### src/common/qfmt_pkg.sv
package qfmt_pkg;

    // ------------------------------------------------------------------------
    // Fixed-point format widths
    // ------------------------------------------------------------------------

    // Fraction bits, shared by Q9.7 and Q0.7
    localparam int q_frac_bits = 7;

    // Signed Q9.7 input word
    localparam int div_in_w = 16;

    // Signed Q0.7 output word
    localparam int div_out_w = 8;

    // Numerator scaled up by the fraction bits
    localparam int div_dvd_w = div_in_w + q_frac_bits;

    // Bit counter must reach div_dvd_w-1
    localparam int div_iter_w = $clog2(div_dvd_w);

    // ------------------------------------------------------------------------
    // Scalar types
    // ------------------------------------------------------------------------
    typedef logic signed [div_in_w-1:0] div_input_qt;
    typedef logic signed [div_out_w-1:0] output_vec_qt;

    // Magnitude only, top value 32767 used as the clamp
    typedef logic [div_in_w-2:0] mag_qt;

endpackage

### src/common/vec_pkg.sv
package vec_pkg;

    import qfmt_pkg::*;

    // ------------------------------------------------------------------------
    // Vector payloads between pipeline stages
    // ------------------------------------------------------------------------

    // Raw Q9.7 input vector at the top
    typedef struct packed {
        div_input_qt x;
        div_input_qt y;
    } vec2_in_t;

    // Norm stage result
    // Signs kept apart from the clamped magnitudes
    typedef struct packed {
        logic  sign_x;
        logic  sign_y;
        mag_qt mag_x;
        mag_qt mag_y;
        mag_qt norm;    // |x| + |y|, saturated
    } vec2_norm_t;

    // Normalized Q0.7 vector at the top
    typedef struct packed {
        output_vec_qt x;
        output_vec_qt y;
    } vec2_out_t;

endpackage

### src/logic/l1_norm_stage.sv
`timescale 1ns/100ps

module l1_norm_stage
    import qfmt_pkg::*, vec_pkg::*;
(
    input  logic       clk,
    input  logic       rst,

    // Upstream handshake
    input  logic       vld_in,
    output logic       rdy_out,
    input  vec2_in_t   vec_in,

    // Downstream handshake
    output logic       vld_out,
    input  logic       rdy_in,
    output vec2_norm_t norm_out
);

    // ------------------------------------------------------------------------
    // Magnitude with clamp
    // ------------------------------------------------------------------------

    // Absolute value of a Q9.7 word
    // -32768 has no 15-bit magnitude, so it clamps to 32767
    function automatic mag_qt clamp_abs(input div_input_qt v);
        logic [div_in_w-1:0] a;
        a = v[div_in_w-1] ? (~v + 1'b1) : v;
        return a[div_in_w-1] ? mag_qt'('1) : a[div_in_w-2:0];
    endfunction

    logic                accept;
    logic                vld_q;
    vec2_norm_t          norm_next;
    vec2_norm_t          norm_q;
    logic [div_in_w-1:0] sum;

    // Register empty or being drained this cycle
    assign rdy_out = !vld_q || rdy_in;
    assign accept  = vld_in && rdy_out;

    // ------------------------------------------------------------------------
    // Split and sum
    // ------------------------------------------------------------------------
    always_comb begin
        norm_next.sign_x = vec_in.x[div_in_w-1];
        norm_next.sign_y = vec_in.y[div_in_w-1];
        norm_next.mag_x  = clamp_abs(vec_in.x);
        norm_next.mag_y  = clamp_abs(vec_in.y);

        // One spare bit catches the carry
        sum = {1'b0, norm_next.mag_x} + {1'b0, norm_next.mag_y};
        // Saturate on carry out of the magnitude field
        norm_next.norm = sum[div_in_w-1] ? mag_qt'('1) : sum[div_in_w-2:0];
    end

    // ------------------------------------------------------------------------
    // Output register
    // ------------------------------------------------------------------------

    // Valid flag, set on accept, cleared once taken
    always_ff @(posedge clk or posedge rst) begin
        if (rst) begin
            vld_q <= 1'b0;
        end else if (accept) begin
            vld_q <= 1'b1;
        end else if (rdy_in) begin
            vld_q <= 1'b0;
        end
    end

    // Payload only moves on accept, held under back-pressure
    always_ff @(posedge clk) begin
        if (accept) begin
            norm_q <= norm_next;
        end
    end

    assign vld_out  = vld_q;
    assign norm_out = norm_q;

endmodule

### src/int_division/int_division.sv
`timescale 1ns/100ps

module int_division
    import qfmt_pkg::*;
(
    input  logic         clk,
    input  logic         rst,

    // Handshake
    input  logic         vld_in,
    input  logic         rdy_in,
    output logic         vld_out,
    output logic         rdy_out,

    // Operands as sign plus magnitude
    input  logic         sign_in,
    input  mag_qt        numerator_in,
    input  mag_qt        denominator_in,
    output output_vec_qt quotient_out
);

    // ------------------------------------------------------------------------
    // Declarations
    // ------------------------------------------------------------------------

    typedef enum logic [1:0] {
        DIV_IDLE,
        DIV_RUN,
        DIV_DONE
    } div_state_e;

    div_state_e state;

    // Control
    logic busy;
    logic valid_reg;
    logic accept;
    logic take;

    // Latched operands
    logic  sign_reg;
    mag_qt num_reg;
    mag_qt den_reg;
    logic  den_zero;

    // Working registers
    // Remainder needs one bit over the divisor plus a sign
    logic signed [div_in_w:0]   rem;
    logic signed [div_in_w:0]   rem_next;
    logic [div_dvd_w-1:0]       divd;
    logic [div_dvd_w-1:0]       q_reg;
    logic [div_iter_w-1:0]      bit_idx;

    // Result magnitude, 7 bits of Q0.7
    logic [div_out_w-2:0] abs_quotient;

    // ------------------------------------------------------------------------
    // Handshake
    // ------------------------------------------------------------------------

    // One item at a time, free again once the result is taken
    assign rdy_out = !busy;
    assign vld_out = valid_reg;
    assign accept  = vld_in && rdy_out;
    assign take    = valid_reg && rdy_in;

    assign den_zero = (den_reg == '0);

    // ------------------------------------------------------------------------
    // Input latch
    // ------------------------------------------------------------------------
    always_ff @(posedge clk or posedge rst) begin
        if (rst) begin
            busy <= 1'b0;
        end else if (accept) begin
            busy <= 1'b1;
        end else if (take) begin
            busy <= 1'b0;
        end
    end

    always_ff @(posedge clk) begin
        if (accept) begin
            sign_reg <= sign_in;
            num_reg  <= numerator_in;
            den_reg  <= denominator_in;
        end
    end

    // ------------------------------------------------------------------------
    // Non-restoring step
    // ------------------------------------------------------------------------
    always_comb begin
        // Shift in the next dividend bit, MSB first
        rem_next    = rem <<< 1;
        rem_next[0] = divd[bit_idx];
        // Subtract after a positive remainder, add after a negative one
        if (rem >= 0) begin
            rem_next = rem_next - $signed({2'b00, den_reg});
        end else begin
            rem_next = rem_next + $signed({2'b00, den_reg});
        end
    end

    // ------------------------------------------------------------------------
    // Divider FSM
    // ------------------------------------------------------------------------
    always_ff @(posedge clk or posedge rst) begin
        if (rst) begin
            state     <= DIV_IDLE;
            valid_reg <= 1'b0;
            bit_idx   <= '0;
        end else begin
            if (take) begin
                valid_reg <= 1'b0;
            end

            case (state)
                // Wait for a latched item with no result pending
                DIV_IDLE: begin
                    if (busy && !valid_reg) begin
                        // Zero denominator skips the iterations
                        if (den_zero) begin
                            state <= DIV_DONE;
                        end else begin
                            bit_idx <= div_iter_w'(div_dvd_w - 1);
                            state   <= DIV_RUN;
                        end
                    end
                end

                // One quotient bit per cycle
                DIV_RUN: begin
                    if (bit_idx == '0) begin
                        state <= DIV_DONE;
                    end else begin
                        bit_idx <= bit_idx - 1'b1;
                    end
                end

                // Publish
                DIV_DONE: begin
                    valid_reg <= 1'b1;
                    state     <= DIV_IDLE;
                end

                default: begin
                    state <= DIV_IDLE;
                end
            endcase
        end
    end

    // Datapath registers follow the FSM state
    always_ff @(posedge clk) begin
        case (state)
            DIV_IDLE: begin
                // Scale numerator by 2^7 for the Q0.7 result
                divd  <= div_dvd_w'(num_reg) << q_frac_bits;
                rem   <= '0;
                q_reg <= '0;
            end

            DIV_RUN: begin
                rem            <= rem_next;
                q_reg[bit_idx] <= (rem_next >= 0);
            end

            DIV_DONE: begin
                // Zero for x/0, 127 for anything at or above 1.0
                if (den_zero) begin
                    abs_quotient <= '0;
                end else if (|q_reg[div_dvd_w-1:div_out_w-1]) begin
                    abs_quotient <= '1;
                end else begin
                    abs_quotient <= q_reg[div_out_w-2:0];
                end
            end

            default: begin
                rem <= rem;
            end
        endcase
    end

    // ------------------------------------------------------------------------
    // Signed result
    // ------------------------------------------------------------------------

    // Magnitude capped at 127, so negation always fits
    assign quotient_out = sign_reg ? output_vec_qt'(-{1'b0, abs_quotient})
                                   : output_vec_qt'({1'b0, abs_quotient});

endmodule

### src/logic/vec_normalizer.sv
`timescale 1ns/100ps

module vec_normalizer
    import qfmt_pkg::*, vec_pkg::*;
(
    input  logic      clk,
    input  logic      rst,

    // Upstream handshake
    input  logic      vld_in,
    output logic      rdy_out,
    input  vec2_in_t  vec_in,

    // Downstream handshake
    output logic      vld_out,
    input  logic      rdy_in,
    output vec2_out_t vec_out
);

    // Norm stage to divider pair
    logic       norm_vld;
    logic       norm_rdy;
    vec2_norm_t norm;

    // Divider pair
    logic         div_vld_in;
    logic         div_rdy_in;
    logic         div_x_rdy;
    logic         div_y_rdy;
    logic         div_x_vld;
    logic         div_y_vld;
    output_vec_qt quot_x;
    output_vec_qt quot_y;

    // ------------------------------------------------------------------------
    // Norm stage
    // ------------------------------------------------------------------------
    l1_norm_stage norm_i (
        .clk      (clk),
        .rst      (rst),
        .vld_in   (vld_in),
        .rdy_out  (rdy_out),
        .vec_in   (vec_in),
        .vld_out  (norm_vld),
        .rdy_in   (norm_rdy),
        .norm_out (norm)
    );

    // ------------------------------------------------------------------------
    // Fork
    // ------------------------------------------------------------------------

    // Issue only when both dividers can take it, so they run in lockstep
    assign norm_rdy   = div_x_rdy && div_y_rdy;
    assign div_vld_in = norm_vld && norm_rdy;

    int_division div_x (
        .clk            (clk),
        .rst            (rst),
        .vld_in         (div_vld_in),
        .rdy_in         (div_rdy_in),
        .vld_out        (div_x_vld),
        .rdy_out        (div_x_rdy),
        .sign_in        (norm.sign_x),
        .numerator_in   (norm.mag_x),
        .denominator_in (norm.norm),
        .quotient_out   (quot_x)
    );

    int_division div_y (
        .clk            (clk),
        .rst            (rst),
        .vld_in         (div_vld_in),
        .rdy_in         (div_rdy_in),
        .vld_out        (div_y_vld),
        .rdy_out        (div_y_rdy),
        .sign_in        (norm.sign_y),
        .numerator_in   (norm.mag_y),
        .denominator_in (norm.norm),
        .quotient_out   (quot_y)
    );

    // ------------------------------------------------------------------------
    // Join
    // ------------------------------------------------------------------------

    // Both results leave together
    assign vld_out    = div_x_vld && div_y_vld;
    assign div_rdy_in = rdy_in && vld_out;

    assign vec_out.x = quot_x;
    assign vec_out.y = quot_y;

endmodule

### config.mk
export PLATFORM = sky130hd
export DESIGN_NAME = vec_normalizer
export DESIGN_NICKNAME = d
export VERILOG_FILES = /design/src/common/qfmt_pkg.sv /design/src/common/vec_pkg.sv /design/src/logic/l1_norm_stage.sv /design/src/int_division/int_division.sv /design/src/logic/vec_normalizer.sv
export SDC_FILE = /design/constraint.sdc
export NUM_CORES = 1
export LEC_CHECK = 0
export BUFFER_PORTS_ARGS = -buffer_cell sky130_fd_sc_hd__buf_2
export CAP_MARGIN = 20
export CORE_AREA = 4 4 155 157
export DETAILED_ROUTE_END_ITERATION = 6
export DIE_AREA = 0 0 159 161
export GPL_ROUTABILITY_DRIVEN = 1
export PLACE_DENSITY = 0.77
export SLEW_MARGIN = 20
export SYNTH_ARGS = -nofsm -noshare
export SYNTH_HDL_FRONTEND = slang
export SYNTH_SLANG_ARGS = --single-unit
### constraint.sdc
create_clock -name clk -period 6.59 [get_ports clk]
set_input_delay 0.659 -clock clk [delete_from_list [all_inputs] [get_ports clk]]
set_output_delay 0.659 -clock clk [all_outputs]
set_load 0.02 [all_outputs]
# Yosys cells after proc, flatten, opt, wreduce, memory -nomap -nowiden
# Index checks and enable logic that the tools add are counted.
# Widths: inputs -> output; s select.
# totals
ff_bits	252
out_inout_bits	18
elab_cells	147
# op_classes
add_sub_neg	11
magnitude_cmp	8
eq_ne	12
muxes	48
n_bitwise	2
reduce_logical	38
# op_table
cell	n
$pmux 23 s2	2
$ge 17x1->1 const B	4
$pmux 17 s2	2
$bwmux 23	2
$add 17x16->17	2
$mux 17	2
$sub 17x16->17	2
$add 16x1->16 const B	2
$mux 16	2
$not 16->16	2
$reduce_or 16->1	2
$logic_not 15->1	2
$mux 15	2
$mux 5	6
$pmux 5 s2	2
$add 15x15->16	1
$mux 8	2
$neg 7->8	2
$mux 7	2
$reduce_bool 2->1	7
$logic_and 1x1->1	13
$lt 5x6->1 const B	2
$mux 1	12
$mux 2	6
15 further kinds	36

# Longest topological paths before layout
# logic_depth
depth_word	7
mapped_depth	19

# Modules after synthesis
# From an unflattened synthesis, not the netlist that was laid out.
# unflattened
cells_unflattened	1180
area_unflattened_um2	13487.9
# by_module_without_submodules
mod	instances	cells_per_inst	area_each_um2	seq_area_each_um2
int_division at div_x	1	463	5283.8	3017.9
int_division at div_y	1	440	5265.0	3017.9
l1_norm_stage	1	273	2914.0	1436.4
vec_normalizer	1	4	25.0	0.0

# Worst setup path before layout
# Ideal clock, no wire load.
# synth_timing
kind	reg-to-reg
start	reg div_y.bit_idx[2]
end	reg div_y.q_reg[19], data pin
setup_ps	170
arrival_ps	4018
required_time_ps	6420
path_slack_ps	2402
stages_incl_launch_ff	20
path_cell_list	dfrtp_1 > clkdlybuf4s50_1 > nor2_1 > and2_1 > clkbuf_1 > nand2_1 > o21ai_0 > nand2_1 > o211ai_1 > o41ai_1 > ha_1 > fa_1 > nor2b_1 > o31a_1 > o31ai_1 > a31oi_1 > mux2i_4 > nor2_2 > buf_6 > a311oi_2
# synth_via
elab_chain_cells	7
# synth_rtl
item	line	text
start, declared	int_division.sv:52	logic [div_iter_w-1:0] bit_idx;
start signal, assigned	int_division.sv:126	bit_idx <= div_iter_w'(div_dvd_w - 1);
start signal, assigned	int_division.sv:137	bit_idx <= bit_idx - 1'b1;
$bmux 1 s5	int_division.sv:96	rem_next[0] = divd[bit_idx];
$mux 1 (not written as such)	int_division.sv:96	
$add 17x16->17 / $sub 17x16->17 (equally long branches)	int_division.sv:101, int_division.sv:99	
$mux 17	int_division.sv:98	if (rem >= 0) begin
$ge 17x1->1	int_division.sv:166	q_reg[bit_idx] <= (rem_next >= 0);
$bwmux 23 (*)	int_division.sv:166	
$pmux 23 s2 (*)	int_division.sv:156	case (state)
end signal, assigned by index	int_division.sv:166	
end, declared	int_division.sv:51	logic [div_dvd_w-1:0] q_reg;
# Mark *: on every way between the ends. The rest lies on a longest branch, timed or not. The select of a mux whose other input is x is not followed.
# A chain may end at the register's enable or synchronous reset.

# Worst setup path in the final report
# layout_timing
start	reg div_y.bit_idx[3]
end	reg div_y.q_reg[16], data pin
# The elaborated chain is that of the path after synthesis.

==> metrics.md <==
| Metric | Value |
|---|---|
| Final #Nets | `1320` |
| HPWL after detailed placement | `roughly 19 mm` |
| Area share of the largest cell type after synthesis | `approximately 52%` |
| Vias in the first global route | `between 8000 and 9000` |
| Fmax | `about 210 MHz` |
| Gr usage total | `20.5%` |
| Synth area leader | `edfxtp_1` |
| Fin. max-slew vios | `0` |
| Slew HR | `a little over a third` |
| Max VDD drop | `~220 uV` |
| Reg-to-reg setup timing slack | `1.79 ns` |
| WP buf/inv | `1` |
| Reg2Reg Depth | `14` |
| Post-synth EDFFs | `around 230` |
| Detailed Routing Iterations Pass 1 | `5` |
| CTS Sinks | `roughly 250` |
| Htree depth | `1` |
| Routed WL | `between 20 and 30 mm` |
| Area grow syn2layout | `10.5%` |
| Tot Pwr | `around 6800 uW` |
| Die H | `161 um` |
| Largest net degree at the start of global routing | `48` |
| Die Span X | `around 160 um` |
| GR peak layer | `met2` |
| Clk root buf | `clkbuf_16` |
| Io pins | `54` |
| First-pass GRT wire length | `43.8 mm` |
| Synth area leaders | `edfxtp_1 (52%), ha_1 (5.9%), dfrtp_1 (3.6%)` |
| Leakage | `roughly 0.0056 uW` |
| Power per cell area | `between 400 and 500 nW/um^2` |
| Post-synthesis sequential area ratio | `between 50% and 60%` |
| Final Setup Violations | `0` |
| Antenna viol nets, final | `0` |
| Worst setup margin | `1.79 ns` |
| CTS tree | `done` |
| Slowest CP cell | `dfrtp_1` |
| # hold bufs at CTS | `0` |
| Yosys warning count | `0` |
| Diodes inserted | `0` |
| Detailed-route DRC error count | `0` |
| Max reg flops | `between 40 and 50` |
| Worst R2R Start | `div_y.bit_idx[3]` |
| Commonest non-fill, non-tap cell in the layout | `edfxtp_1` |
| Num rows | `55` |
| CTS resizes | `0` |
| GR Layer Usage met2 | `between 30% and 40%` |
| Post-place setup slack | `about 1.4 ns` |
| Synth Flop Type | `edfxtp_1` |
| Setup CP Type | `reg2reg` |
| Min-Delay Path Class | `in2async` |
| WP depth | `14` |
| Crit-path cells | `clkinv_1 -> nor3_1 -> a21oi_1 -> o211ai_1 -> o41ai_1 -> ha_1 -> fa_1 -> nor2b_1 -> o31a_1 -> o31ai_1 -> a31oi_1 -> mux2i_4 -> nor2_2 -> a311oi_1` |
| Clk_skew | `between 0.02 and 0.025 ns` |
| Layout fillers | `between 1500 and 2000` |
| WP data arrival | `approximately 5 ns` |
| Grt total ovfl | `0` |
| GPL Wtd Cong | `~0.85` |
| Total placed cells including tap cells | `~1500` |
| Top delay family on crit path | `compound AO/OA/AOI/OAI gates` |
| Yosys cell types | `74` |
| Max FO, Critical Path | `17` |
| Critical Path RT | `6.94 ns` |
| TritonCTS buffer count | `27` |
| Starting Density | `59.3%` |
| Postcts setup bufs | `0` |
| Initial antenna violation count | `0` |
| Met3 Use GR | `around 2.6%` |
| Commonest non-fill, non-tap cells in the layout | `edfxtp_1 (233), nand2_1 (118), nor2_1 (111), a21oi_1 (71), o21ai_0 (68)` |
| Final period util | `72.9%` |
| Syn Nets | `approximately 1300` |
| Routed WL per cell | `between 15 and 20 um` |
| Clk buf depth | `3` |
| Die ar. | `around 26000 sq um` |
| Async set-reset flop share out of synthesis | `around 7.5%` |
| Setup_tns | `0 ns` |
| Clk pin slew, worst setup/hold paths | `0.07 ns` |
| DRT iter0 DRCs | `between 600 and 700` |
| Outcome | `finished clean` |
| Worst setup SP type | `flip-flop` |
| Port-buffer cells | `53` |
| Met1 usage | `28.0%` |
| Synth Instances | `1172` |
| Final non-filler cell total | `1523` |
| Core box area | `22500 sq um` |
| Slew @ Worst Pin | `between 0.9 and 1 ns` |
| Mapped Area | `13300 sq um` |
| Endpoint class of the critical path | `flip-flop` |
| Share of layout cells above drive strength 1 | `around a tenth` |
| Max-cap violations | `0` |
| RSZ-0062 raised after global routing | `false` |
| Post-DR vias/cell | `about 6.1` |
| R2R Path End | `div_y.q_reg[16]` |
| Critical Path Max Stage Delay | `~0.69 ns` |
| Min Tclk post-route | `about 4.8 ns` |
| Register bit total from synthesis | `roughly 250` |
| Post-Syn Area per Cell | `around 11 sq um` |
| Insertion delay to the later sink of the worst-skew pair | `approximately 0.54 ns` |
| Via Count | `9224` |
| Fin. Hold Viols | `0` |
==> worst reg2reg max path, cell delays in order (launching register included) <==
cell and delay, ns:
dfrtp_1 0.69, clkinv_1 0.44, nor3_1 0.29, a21oi_1 0.07, o211ai_1 0.19, o41ai_1 0.12
ha_1 0.23, fa_1 0.39, nor2b_1 0.23, o31a_1 0.25, o31ai_1 0.13, a31oi_1 0.51
mux2i_4 0.51, nor2_2 0.21, a311oi_1 0.35
==> worst max-delay path by stage <==
stage                                start                   to  slack [ns]
after CTS                 div_y.bit_idx[3]      div_y.q_reg[16]        1.85
after floorplan           div_y.bit_idx[2]      div_y.q_reg[19]        2.40
final                     div_y.bit_idx[3]      div_y.q_reg[16]        1.79
after global routing      div_y.bit_idx[2]      div_y.q_reg[16]        1.45
after detailed placement         vec_in[2]   norm_i.norm_out[4]        1.44
after global placement           vec_in[2]  norm_i.norm_out[14]        1.67
==> Yosys cell counts, drive strengths merged, types with 8 or more instances <==
library cell,count
a21o,17
nor2b,19
dfrtp,19
ha,63
a211oi,17
a21oi,71
o21a,11
inv,39
o31ai,20
o21ai,69
a311oi,27
nand3,15
or3,10
nor4,15
nand2,119
nand2b,14
edfxtp,233
and2,8
nor3,27
and3,14
xnor2,40
clkbuf,32
nor2,114
buf,8
xor2,45
==> metal layers <==
layer  vias up  share of wire [%]
li1       4486                  -
met1      4379                 44
met2       300                 47
met3        59                5.6
met4         0                3.2
met5         -                  0
==> final cells by class <==
cell class | count | area (sq um) | share of cell area (%)
clock buffers | 28 | 679 | 4.61
clock inverters | 21 | 268 | 1.82
inverters | 40 | 150 | 1.02
multi-input cells | 837 | 5500 | 37.3
flip-flops and latches | 252 | 7470 | 50.7
well taps | 285 | 357 | 2.42
repair buffers | 60 | 318 | 2.16
==> kinds of logic (layout without fill, tap and decap cells) <==
logic type | Yosys count | in the layout | share of synthesized area [%]
AND/OR/NAND/NOR | 380 | 380 | 13.4
buffers and inverters | 83 | 149 | 2.88
AO/OA/AOI/OAI | 294 | 294 | 14.5
multiplexers | 12 | 12 | 1.30
adder cells (fa/ha/maj) | 66 | 66 | 6.36
flip-flops | 252 | 252 | 56.0
XOR/XNOR | 85 | 85 | 5.58
==> where the power goes <==
part	leakage, uW	internal, uW	switching, uW	total [uW]
clock	0.000455	956	639	1590
sequential	0.00251	2220	239	2460
combinational	0.00262	1110	1650	2760
total	0.00559	4290	2530	6810
==> through the flow <==
step           hold WS, ns  util [%]  area [sq um]
3_3_place_gp         0.401      61.3         13800
3_5_place_dp         0.405      61.3         13800
2_1_floorplan        0.400         -         13300
6_report             0.265      65.5         14700
4_1_cts              0.278      65.5         14700
5_1_grt              0.334      65.5         14700
No activity file was read; power rests on OpenSTA's default activity.
